[config.mk]
export PLATFORM = sky130hd
export DESIGN_NAME = alu_stage
export DESIGN_NICKNAME = d
export VERILOG_FILES = /design/src/hdl/cla_pkg.sv /design/src/hdl/alu_pkg.sv /design/src/hdl/cla4_block.sv /design/src/hdl/carry_lookahead_unit.sv /design/src/hdl/cla_adder.sv /design/src/hdl/addsub_unit.sv /design/src/hdl/alu_stage.sv
export SDC_FILE = /design/constraint.sdc
export NUM_CORES = 1
export LEC_CHECK = 0
export ABC_AREA = 0
export BUFFER_PORTS_ARGS = -buffer_cell sky130_fd_sc_hd__buf_2
export CAP_MARGIN = 20
export CORE_AREA = 2 2 138 140
export DETAILED_ROUTE_END_ITERATION = 10
export DIE_AREA = 0 0 140 142
export PLACE_DENSITY = 0.52
export SETUP_SLACK_MARGIN = 0.05
export SYNTH_ARGS = -nofsm -noshare
export SYNTH_HDL_FRONTEND = slang
export SYNTH_SLANG_ARGS = --single-unit
[constraint.sdc]
create_clock -name clk -period 4.6 [get_ports clk]
set_clock_uncertainty 0.2 [all_clocks]
set_input_delay 0.69 -clock clk [delete_from_list [all_inputs] [get_ports clk]]
set_output_delay 0.69 -clock clk [all_outputs]
set_load 0.02 [all_outputs]
[src/hdl/cla_pkg.sv]
package cla_pkg;

    // Largest number of groups one lookahead level combines
    localparam int max_groups = 4;

    // Generate and propagate for a bit or for a whole group
    typedef struct packed {
        logic g;
        logic p;
    } pg_t;

endpackage

[src/hdl/alu_pkg.sv]
package alu_pkg;

    localparam int data_width_default = 32;

    typedef logic [data_width_default-1:0] data_t;

    typedef enum logic [1:0] {
        op_add = 2'b00,
        op_adc = 2'b01,
        op_sub = 2'b10,
        op_sbb = 2'b11
    } alu_op_e;

    // Carry reads as "no borrow" on subtraction
    typedef struct packed {
        logic carry;
        logic overflow;
        logic zero;
        logic negative;
    } alu_flags_t;

    typedef struct packed {
        alu_op_e op;
        data_t   a;
        data_t   b;
        logic    cin;
    } alu_req_t;

    typedef struct packed {
        data_t      result;
        alu_flags_t flags;
    } alu_rsp_t;

endpackage

[src/hdl/cla4_block.sv]
`timescale 1ns/1ps

module cla4_block
    import cla_pkg::*;
(
    input  logic [3:0] a,
    input  logic [3:0] b,
    input  logic       cin,
    output logic [3:0] sum,
    output pg_t        group
);

    logic [3:0] g;
    logic [3:0] p;
    logic [3:0] c;

    // Per-bit terms
    assign g = a & b;
    assign p = a ^ b;

    // Two-level lookahead carries, no ripple between bits
    assign c[0] = cin;
    assign c[1] = g[0] | (p[0] & cin);
    assign c[2] = g[1] | (p[1] & g[0]) | (p[1] & p[0] & cin);
    assign c[3] = g[2]
                | (p[2] & g[1])
                | (p[2] & p[1] & g[0])
                | (p[2] & p[1] & p[0] & cin);

    assign sum = p ^ c;

    // Group terms for the next lookahead level
    assign group.g = g[3]
                   | (p[3] & g[2])
                   | (p[3] & p[2] & g[1])
                   | (p[3] & p[2] & p[1] & g[0]);
    assign group.p = &p;

endmodule

[src/hdl/carry_lookahead_unit.sv]
`timescale 1ns/1ps

module carry_lookahead_unit
    import cla_pkg::*;
#(
    parameter int n_groups = max_groups
) (
    input  pg_t [n_groups-1:0] gp,
    input  logic               cin,
    output logic [n_groups-1:0] carries,
    output logic               cout,
    output pg_t                group
);

    // Index i holds the carry into group i, index n_groups the carry out
    logic [n_groups:0] carry_all;
    logic [n_groups:0] gen_all;
    logic              group_p;

    always_comb begin
        logic term;
        carry_all = '0;
        gen_all   = '0;
        for (int i = 0; i <= n_groups; i++) begin
            // One product per lower group that generates
            for (int j = 0; j < i; j++) begin
                term = gp[j].g;
                for (int k = j + 1; k < i; k++) begin
                    term = term & gp[k].p;
                end
                gen_all[i] = gen_all[i] | term;
            end
            // Carry-in surviving every lower group
            term = cin;
            for (int k = 0; k < i; k++) begin
                term = term & gp[k].p;
            end
            carry_all[i] = gen_all[i] | term;
        end
    end

    always_comb begin
        group_p = 1'b1;
        for (int k = 0; k < n_groups; k++) begin
            group_p = group_p & gp[k].p;
        end
    end

    assign carries = carry_all[n_groups-1:0];
    assign cout    = carry_all[n_groups];
    assign group.g = gen_all[n_groups];
    assign group.p = group_p;

endmodule

[src/hdl/cla_adder.sv]
`timescale 1ns/1ps

module cla_adder
    import cla_pkg::*;
#(
    parameter int width = 32
) (
    input  logic [width-1:0] a,
    input  logic [width-1:0] b,
    input  logic             cin,
    output logic [width-1:0] sum,
    output logic             cout,
    output logic             msb_cin,
    output pg_t              group
);

    if (width == 4) begin : g_leaf

        cla4_block u_block (
            .a     (a),
            .b     (b),
            .cin   (cin),
            .sum   (sum),
            .group (group)
        );

        assign cout = group.g | (group.p & cin);

        // Carry into the top bit, recovered from its sum bit
        assign msb_cin = sum[3] ^ a[3] ^ b[3];

    end else begin : g_tree

        // Four-way split where it divides evenly, else halves
        localparam int n_groups  = (width % 16 == 0) ? max_groups : 2;
        localparam int sub_width = width / n_groups;

        pg_t  [n_groups-1:0] sub_gp;
        logic [n_groups-1:0] sub_cin;
        logic [n_groups-1:0] sub_msb;

        for (genvar i = 0; i < n_groups; i++) begin : g_sub
            cla_adder #(
                .width (sub_width)
            ) u_sub (
                .a       (a[i*sub_width +: sub_width]),
                .b       (b[i*sub_width +: sub_width]),
                .cin     (sub_cin[i]),
                .sum     (sum[i*sub_width +: sub_width]),
                .cout    (),
                .msb_cin (sub_msb[i]),
                .group   (sub_gp[i])
            );
        end

        carry_lookahead_unit #(
            .n_groups (n_groups)
        ) u_clu (
            .gp      (sub_gp),
            .cin     (cin),
            .carries (sub_cin),
            .cout    (cout),
            .group   (group)
        );

        // Only the top sub-adder holds the sign bit
        assign msb_cin = sub_msb[n_groups-1];

    end

endmodule

[src/hdl/addsub_unit.sv]
`timescale 1ns/1ps

module addsub_unit
    import alu_pkg::*;
#(
    parameter int data_width = data_width_default
) (
    input  alu_req_t req,
    output alu_rsp_t rsp
);

    logic                  is_sub;
    logic                  carry_in;
    logic [data_width-1:0] b_cond;
    logic [data_width-1:0] sum;
    logic                  cout;
    logic                  msb_cin;

    // Operand conditioning per operation
    always_comb begin
        is_sub   = 1'b0;
        carry_in = 1'b0;
        unique case (req.op)
            op_add: carry_in = 1'b0;
            op_adc: carry_in = req.cin;
            op_sub: begin
                is_sub   = 1'b1;
                carry_in = 1'b1;
            end
            op_sbb: begin
                is_sub   = 1'b1;
                carry_in = req.cin;
            end
        endcase
    end

    assign b_cond = is_sub ? ~req.b : req.b;

    cla_adder #(
        .width (data_width)
    ) u_adder (
        .a       (req.a),
        .b       (b_cond),
        .cin     (carry_in),
        .sum     (sum),
        .cout    (cout),
        .msb_cin (msb_cin),
        .group   ()
    );

    always_comb begin
        rsp.result         = sum;
        rsp.flags.carry    = cout;
        // Signed overflow when carries into and out of the sign bit differ
        rsp.flags.overflow = cout ^ msb_cin;
        rsp.flags.zero     = ~|sum;
        rsp.flags.negative = sum[data_width-1];
    end

endmodule

[src/hdl/alu_stage.sv]
`timescale 1ns/1ps

module alu_stage
    import alu_pkg::*;
#(
    parameter int data_width = data_width_default
) (
    input  logic     clk,
    input  logic     rst,
    input  logic     in_valid,
    input  alu_req_t req,
    output logic     out_valid,
    output alu_rsp_t rsp
);

    alu_req_t req_q;
    logic     valid_q;
    alu_rsp_t rsp_d;

    // Input register
    always_ff @(posedge clk) begin
        if (rst) begin
            valid_q <= 1'b0;
            req_q   <= '0;
        end else begin
            valid_q <= in_valid;
            if (in_valid) begin
                req_q <= req;
            end
        end
    end

    addsub_unit #(
        .data_width (data_width)
    ) u_addsub (
        .req (req_q),
        .rsp (rsp_d)
    );

    // Output register, one pulse per accepted request
    always_ff @(posedge clk) begin
        if (rst) begin
            out_valid <= 1'b0;
            rsp       <= '0;
        end else begin
            out_valid <= valid_q;
            if (valid_q) begin
                rsp <= rsp_d;
            end
        end
    end

endmodule

# == Yosys cells after proc, flatten, opt, wreduce, memory -nomap -nowiden ==
# Cells that the tools add are included.
# totals
ff_bits,105
latchBits,0
mem_bits_rw,0
mem_bits_ro,0
in_bits,70
out_inout_bits,37
mem_count,0
# classes
add_sub_neg,0
mul,0
n_div,0
n_lt_le_gt_ge,0
n_eq_ne,3
n_shift,0
muxes,3
bitwise_logic,252
reduce_logical,13
# op_table
op,n
$and A1 B1 Y1,134
$or A1 B1 Y1,90
$xor A4 B4 Y4,16
$and A4 B4 Y4,8
$mux W32,1
$not A32 Y32,1
$reduce_and A4 Y1,8
$reduce_or A32 Y1,1
$eq A2 B2 Y1 const B,2
$reduce_or A2 Y1,2
$pmux W1 S3,1
$xor A1 B1 Y1,3
$eq A2 B1 Y1 const B,1
$logic_not A2 Y1,1
$logic_not A1 Y1,1
$mux W1,1

# == Logic depth before layout (Yosys ltp) ==
# Gate-level depths: netlist of run 1.
# logic_depth
ltp_word,24
depth_mapped,19
mapped_depth_nobuf,16

# == Hierarchy ==
# From an unflattened synthesis of run 1, not the netlist that was laid out.
# unflattened
hier_cells,616
area_unflattened_um2,6160.9
# by_module_without_submodules
mod,instances,cells_per_inst,area_per_inst_um2,seq_area_each_um2
alu_stage,1,337,3721.1,2102.0
cla4_block,8,22,182.7,0.0
addsub_unit,1,51,459.2,0.0
cla_adder at u_addsub.u_adder.g_tree.g_sub[0].u_sub.g_tree.g_sub[0].u_sub ...,8,2,31.3,0.0
carry_lookahead_unit at u_addsub.u_adder.g_tree.g_sub[0].u_sub.g_tree.u_clu ...,4,6,45.0,0.0
carry_lookahead_unit at u_addsub.u_adder.g_tree.u_clu,1,12,88.8,0.0

# == Least setup slack after synthesis of run 1 ==
# No wires, ideal clock.
# synth_timing
path_kind,register to register
startpoint,reg req_q[66] (netlist bit)
endpoint,reg rsp[1] (netlist bit)
arrival_ns,4.078
required_time_ns,4.331
slack_ns,0.253
path_stages_with_launch,19
n_path_buf,3
path_cell_list,dfxtp_1 buf_6 clkbuf_1 xor2_1 ha_1 clkbuf_1 and4_1 a21o_1 a311oi_4 o22a_4 nand2_2 fa_1 xnor2_1 or4bb_1 nor3_1 o211ai_1 nor3_1 nand4_1 o21ai_1
# synth_between
elab_chain_cells,23
# synth_rtl
item,line,text
"start, declared",alu_stage.sv:16,alu_req_t req_q;
"start signal, assigned",alu_stage.sv:28,req_q <= req;
$eq A2 B2 Y1,addsub_unit.sv:23,unique case (req.op)
$reduce_or A2 Y1 (no source line),-,
$mux W1,addsub_unit.sv:23,
$mux W32,addsub_unit.sv:37,assign b_cond = is_sub ? ~req.b : req.b;
$xor A4 B4 Y4 or $and A4 B4 Y4 (tied branches),"cla4_block.sv:19, cla4_block.sv:18",
"$and A1 B1 Y1, on equally long branches","cla4_block.sv:34, cla4_block.sv:35, cla4_block.sv:36",
$or A1 B1 Y1 (tied with other cells),cla4_block.sv:34,| (p[3] & g[2])
$or A1 B1 Y1 or $and A1 B1 Y1 (tied branches),"cla4_block.sv:35, cla4_block.sv:36",
[7 not listed],-,
$or A1 B1 Y1,carry_lookahead_unit.sv:38,carry_all[i] = gen_all[i] | term;
$and A1 B1 Y1,-,
$or A1 B1 Y1,-,
"$and A1 B1 Y1, on equally long branches","cla4_block.sv:28, cla4_block.sv:23, cla4_block.sv:24",
"$or A1 B1 Y1, on equally long branches","cla4_block.sv:28, cla4_block.sv:23, cla4_block.sv:24",
$xor A4 B4 Y4,cla4_block.sv:30,assign sum = p ^ c;
$reduce_or A32 Y1 *,addsub_unit.sv:56,rsp.flags.zero = ~|sum;
$logic_not A1 Y1 *,addsub_unit.sv:56,
"end signal, assigned",alu_stage.sv:48,rsp <= rsp_d;
"end, declared",alu_stage.sv:13,output alu_rsp_t rsp
# Every way passes the cells marked *; elsewhere a longest branch is shown, timed or not.
# A chain may end at the register's enable or synchronous reset.

# == Worst setup path after layout of run 1 ==
# Same ends and word-level chain as after synthesis.

==> results of run 1 <==
==> synth_stat cells (2+ instances only) <==
| master | n |
|---|---|
| clkbuf_1 | 18 |
| nor2b_1 | 2 |
| and3_1 | 4 |
| a21o_1 | 6 |
| a31oi_1 | 2 |
| nand4_1 | 6 |
| a21oi_1 | 22 |
| nand2_1 | 14 |
| a211oi_1 | 12 |
| o21ai_0 | 5 |
| a2111oi_0 | 2 |
| o211ai_1 | 2 |
| nor4_1 | 2 |
| a21boi_0 | 3 |
| nor2_1 | 111 |
| xnor2_1 | 18 |
| dfxtp_1 | 104 |
| nor3_1 | 7 |
| or2_2 | 2 |
| ha_1 | 32 |
| nand3_1 | 5 |
| a221oi_1 | 2 |
| or3_1 | 6 |
| fa_1 | 8 |
| and4_1 | 2 |
| xor2_1 | 36 |
| mux2i_1 | 88 |
| buf_1 | 11 |
| inv_1 | 15 |
==> per-stage QoR <==
stage | area (um^2) | setup WS (ns)
floorplan | 5460 | 0.253
global placement | 6240 | 0.423
detailed placement | 6240 | 0.269
CTS | 6550 | 0.230
global route | 6630 | 0.0422
finish | 6630 | 0.327
==> timing repair <==
item / CTS / global route
setup buffers: 0 / 5
endpoints found under the setup margin: 0 / 1
gates resized for setup: 0 / 12
==> power by group <==
| group | switching [mW] | internal (mW) |
|---|---|---|
| Clock | 0.345 | 0.453 |
| Sequential | 0.0421 | 0.960 |
| Combinational | 0.312 | 0.237 |
| Total | 0.700 | 1.65 |
==> logic make-up (layout without fill, tap and decap cells) <==
| family | count (synthesis) | count (layout) | synth area share |
|---|---|---|---|
| AND/OR/NAND/NOR | 166 | 166 | 0.133 |
| flip-flops | 104 | 104 | 0.381 |
| multiplexers | 89 | 89 | 0.164 |
| AO/OA/AOI/OAI | 73 | 73 | 0.0989 |
| XOR/XNOR | 54 | 54 | 0.0866 |
| buffers and inverters | 47 | 151 | 0.0343 |
| adder cells (fa/ha/maj) | 40 | 40 | 0.103 |
==> registers in the layout, summed over array words and instances (netlist names) <==
| register | cells |
|---|---|
| out_valid | 1 |
| req_q | 67 |
| rsp | 35 |
| valid_q | 1 |
==> tightest hold or removal path, delay by kind of cell (launching register included) <==
| family | cells | cell delay [ns] |
|---|---|---|
| and+or+nand+nor | 1 | 0.05 |
| AOI/OAI and AO/OA | 1 | 0.05 |
| DFF | 1 | 0.32 |
==> worst paths after layout <==
path	from	to	slack, ns
hold / removal	rsp[1]	rsp[1]	0.26
setup / recovery	req_q[66]	rsp[1]	0.33
hold reg to reg	rsp[1]	rsp[1]	0.26
setup reg to reg	req_q[66]	rsp[1]	0.33
==> per-layer routing <==
metal	global-route usage	vias up	routed length, um
li1	-	2182	-
met1	0.184	2015	6640
met2	0.246	98	6650
met3	0.0377	11	712
met4	0.0409	0	168
met5	0	-	0
==> final cells by class <==
type / instances / area [um^2]
inverter: 16 / 60.1
clock inverter: 4 / 51.3
multi-input combinational: 422 / 3230
fill: 1897 / 11800
tap: 234 / 293
timing repair buffer: 119 / 662
sequential: 104 / 2080
clock buffer: 12 / 256
==> results.sh, run 1 <==
export IMPL_status="finished with violations"
export IMPL_violations="DRC"
export IMPL_antenna_found_initial=0
export IMPL_cp_depth=17
export IMPL_drive_gt1_frac=0.222
export IMPL_vias=4306
export IMPL_r2r_worst_path_cells=17
export IMPL_yosysSeqAreaShare=0.381
export IMPL_synth_edff_count=0
export IMPL_synthCells=573
export IMPL_dp_hpwl_um=10800
export IMPL_io_pins=107
export IMPL_synth_top_cell_by_area="dfxtp_1"
export IMPL_track_usage=0.145
export IMPL_gp_congestion=0.847
export IMPL_ys_warn_count=0
export IMPL_crit_arrival_ns=4.36
export IMPL_cpMostUsedCell="nand4_1"
export IMPL_ys_top_cells_by_area="dfxtp_1 (38%), mux2i_1 (16%), nor2_1 (7.6%), ha_1 (7.3%), xor2_1 (5.8%)"
export IMPL_avgSynthCellArea_um2=9.54
export IMPL_period_needed_ns=4.27
export IMPL_cp_end_kind="flip-flop"
export IMPL_p_per_area_nw_per_um2=354
export IMPL_crit_path_max_incr_delay_ns=0.54
export IMPL_ys_types=55
export IMPL_post_place_cells=890
export IMPL_cts_sinks=104
export IMPL_path_cells="buf_12, xor2_1, ha_1, nand4_1, or3_4, or3_1, o22a_4, nand2_2, a21boi_1, fa_2, nor4b_4, nand4_1, nor3_2, o211ai_1, nor3_1, nand4_1, o21ai_1"
export IMPL_cts_root_buf="clkbuf_16"
export IMPL_setup_viol=0
export IMPL_setup_tns_final_ns=0
export IMPL_max_clock_path_buffers=2
export IMPL_drt_iter0_markers=184
export IMPL_worst_endpoint_required_ns=4.69
export IMPL_portBuffers=106
export IMPL_row_count=50
export IMPL_path_clk_slew_ns=0.07
export IMPL_post_route_period_util=0.929
export IMPL_cp_start_kind="flip-flop"
export IMPL_cts_tree="done"
export IMPL_die_h_um=142
export IMPL_grt_pass1_vias=4348
export IMPL_start_util=0.296
export IMPL_routed_wl_um=14200
export IMPL_route_detailed_drc=7
export IMPL_grt_setup_unrepaired="false"
export IMPL_fmax_mhz=234
export IMPL_grt_pass1_wl_um=22700
export IMPL_fp_dieW_um=140
export IMPL_netlist_area_um2=5460
export IMPL_final_common_cell="nor2_1"
export IMPL_ys_seq_elements=104
export IMPL_hold_buffers=0
export IMPL_final_net_count=782
export IMPL_dieArea_um2=19900
export IMPL_grt_overflow=0
export IMPL_core_area_um2=18500
export IMPL_slew_viol_final=0
export IMPL_first_pass_iters=7
export IMPL_leakage_nw=3.23
export IMPL_numCtsBuffers=9
export IMPL_min_path_type="reg2reg"
export IMPL_ys_flop_type="dfxtp_1"
export IMPL_fin_util=0.359
export IMPL_worst_hold_slack_ns=0.257
export IMPL_clk_latency_ns=0.35
export IMPL_num_antenna_cells=0
export IMPL_irDropWorstVdd_uv=167
export IMPL_path_buf_inv=1
export IMPL_drv_cap=0
export IMPL_total_power_mw=2.35
export IMPL_yosysTopAreaCellShare=0.381
export IMPL_cp_max_fo=16
export IMPL_holdPathStages=2
export IMPL_drt_vias_per_instance=4.73
export IMPL_fin_cells=911
export IMPL_crit_family="simple AND/OR/NAND/NOR gates"
export IMPL_synthesis_nets=683
export IMPL_grt_max_degree=71
export IMPL_worst_slew_pin_slew_ns=0.975
export IMPL_wire_per_inst_um=15.6
export IMPL_final_cell_mix="nor2_1 (111), buf_2 (104), dfxtp_1 (102)"
export IMPL_synthToLayoutAreaGrowth_pct=21.4
export IMPL_ant_nets=0
export IMPL_path_class="reg2reg"
export IMPL_htree_levels=3
export IMPL_cp_slowest_cell="fa_2"
export IMPL_relSlewSlack=0.350
export IMPL_hold_viol=0
export IMPL_async_flop_share=0
No activity file was read; power rests on OpenSTA's default activity.
==> inputs of run 2 (changes only) <==
CORE_AREA = 2 2 147 149   (was 2 2 138 140)
DIE_AREA = 0 0 149 151   (was 0 0 140 142)
PLACE_DENSITY = 0.49   (was 0.52)
SYNTH_HIERARCHICAL = 1   (was unset)
clock period = 5.15 ns   (was 4.6 ns; I/O delays follow)
==> run 2 against run 1 <==
The run now ends clean. Core utilization decreased by 3.6 points. Fmax increased by 2.3%. Hold slack improved by 0.039 ns. Die area increased by 13%. Sequential cell count increased by 1. Cell count increased by 4.7%. Routed wire length decreased by 5.2%. First-iteration DRC count decreased by 5.4%. Non-clock buffer count decreased by 9. Sequential share of layout area decreased by 0.20 points. Count of clock-buffer cells in the layout decreased by 2. Sequential power decreased by 9%. Critical endpoint is now rsp[2].
==> results.sh, run 2 <==
export IMPL_status="completed"
export IMPL_wire_per_inst_um=14.1
export IMPL_setup_tns_final_ns=0
export IMPL_clk_latency_ns=0.35
export IMPL_crit_arrival_ns=4.19
export IMPL_track_usage=0.122
export IMPL_irDropWorstVdd_uv=114
export IMPL_avgSynthCellArea_um2=9.91
export IMPL_hold_buffers=0
export IMPL_final_cell_mix="nor2_1 (104), buf_2 (104), mux2i_1 (103), dfxtp_1 (103), xor2_1 (41)"
export IMPL_vias=4067
export IMPL_grt_pass1_wl_um=21300
export IMPL_hold_path_startpoint="rsp[13]"
export IMPL_row_count=53
export IMPL_core_area_um2=20800
export IMPL_hold_viol=0
export IMPL_leakage_nw=3.56
export IMPL_post_place_cells=939
export IMPL_reg2reg_to="rsp[2]"
export IMPL_largestRegisters="req_q (67), rsp (36)"
export IMPL_fin_cells=954
export IMPL_period_needed_ns=4.18
export IMPL_cp_max_fo=25
export IMPL_ant_nets=0
export IMPL_rr_startpoint="req_q[66]"
export IMPL_grt_setup_unrepaired="false"
export IMPL_worst_endpoint_required_ns=5.16
export IMPL_startpoint="req_q[66]"
export IMPL_cp_start_kind="flip-flop"
export IMPL_relSlewSlack=0.438
export IMPL_r2r_worst_path_cells=16
export IMPL_max_clock_path_buffers=2
export IMPL_setup_viol=0
export IMPL_nFillCells=2221
export IMPL_total_power_mw=2.06
export IMPL_dieArea_um2=22500
export IMPL_ys_warn_count=6
export IMPL_start_util=0.282
export IMPL_route_detailed_drc=0
export IMPL_cts_tree="done"
export IMPL_rrSetupSlack_ns=0.97
export IMPL_fp_dieW_um=149
export IMPL_path_clk_slew_ns=0.07
export IMPL_drt_vias_per_instance=4.26
export IMPL_postCtsSetupBuffers=0
export IMPL_grt_max_degree=56
export IMPL_antenna_found_initial=0
export IMPL_cp_end_kind="flip-flop"
export IMPL_routed_wl_um=13400
export IMPL_drv_cap=0
export IMPL_cts_sinks=105
export IMPL_portBuffers=106
export IMPL_synthToLayoutAreaGrowth_pct=14.7
export IMPL_netlist_area_um2=5880
export IMPL_cts_root_buf="clkbuf_16"
export IMPL_largest_register="req_q"
export IMPL_post_route_period_util=0.811
export IMPL_grt_overflow=0
export IMPL_drive_gt1_frac=0.222
export IMPL_dp_hpwl_um=10000
export IMPL_min_path_type="reg2reg"
export IMPL_gp_congestion=0.753
export IMPL_num_antenna_cells=0
export IMPL_largest_register_ffs=67
export IMPL_io_pins=107
export IMPL_min_to="rsp[13]"
export IMPL_drt_iter0_markers=174
export IMPL_final_net_count=793
export IMPL_p_per_area_nw_per_um2=305
export IMPL_fmax_mhz=239
export IMPL_worst_slew_pin_slew_ns=0.843
export IMPL_holdPathStages=2
export IMPL_numCtsBuffers=9
export IMPL_synthCells=593
export IMPL_cts_resized=0
export IMPL_htree_levels=3
export IMPL_grt_pass1_vias=4056
export IMPL_synthesis_nets=711
export IMPL_path_class="reg2reg"
export IMPL_die_h_um=151
export IMPL_first_pass_iters=4
export IMPL_slew_viol_final=0
-- run 2: changes by cell type in the layout (fill, tap and decap cells not counted), moves of 6 or more --
cell	delta
a21o_1	+21
inv_1	+17
mux2i_1	+15
a21oi_1	-14
nand3_1	+12
a211oi_1	-11
a21oi_2	+9
and4_2	+8
ha_1	+8
nor2_1	-7
buf_4	-6
nand2_1	-6
nor3_1	-6
-- run 2: layout make-up --
class / count / area, um^2 / share of cell area
clock buffer: 10 / 239 / 0.0355
clock inverter: 5 / 56.3 / 0.00835
inverter: 32 / 120 / 0.0178
multi-input combinational: 417 / 3310 / 0.491
sequential: 105 / 2100 / 0.312
tap: 275 / 344 / 0.0510
timing repair buffer: 110 / 566 / 0.0839
-- run 2: how the worst max path moves through the flow --
| stage | slack [ns] | cells after the start | to |
|---|---|---|---|
| final | 0.97 | 16 | rsp[2] |
| after global routing | 0.62 | 16 | rsp[2] |
| after CTS | 0.92 | 16 | rsp[2] |
| after detailed placement | 0.95 | 16 | rsp[2] |
| after global placement | 0.97 | 14 | rsp[1] |
| after floorplan | 1.66 | 18 | rsp[2] |
-- run 2: worst max-delay path, cell delays in order (launching register included) --
cell and delay (ns):
dfxtp_2 0.82, xor2_1 0.17, ha_1 0.37, a21oi_1 0.19
nand2_1 0.08, a21o_1 0.19, a21o_1 0.18, a21oi_2 0.14
nand3_2 0.15, a21o_1 0.22, nand4_1 0.07, nand3_1 0.09
xor2_1 0.36, xor3_1 0.41, xor2_1 0.17, mux2i_1 0.13
nor2_1 0.05
-- run 2: layer usage --
metal | part of all wire | wire [um] | up-vias | global-route usage
met5 | 0 | 0 | - | 0
met4 | 0.014 | 190 | 0 | 0.0457
met3 | 0.035 | 465 | 11 | 0.0235
met2 | 0.43 | 5830 | 65 | 0.188
met1 | 0.52 | 6950 | 1840 | 0.168
li1 | - | - | 2151 | -
-- run 2: metrics by stage --
step	setup WS, ns	instance area (um^2)	hold slack (ns)	utilization
global route	0.623	6740	0.321	0.324
detailed placement	0.952	6440	0.285	0.310
CTS	0.922	6740	0.304	0.324
floorplan	1.66	5880	0.254	-
finish	0.973	6740	0.296	0.324
global placement	0.969	6440	0.276	0.310
-- run 2: where the power goes --
part           switching [mW]  total [mW]  internal [mW]
Combinational           0.255       0.450          0.195
Sequential             0.0484       0.915          0.866
Clock                   0.306       0.693          0.387
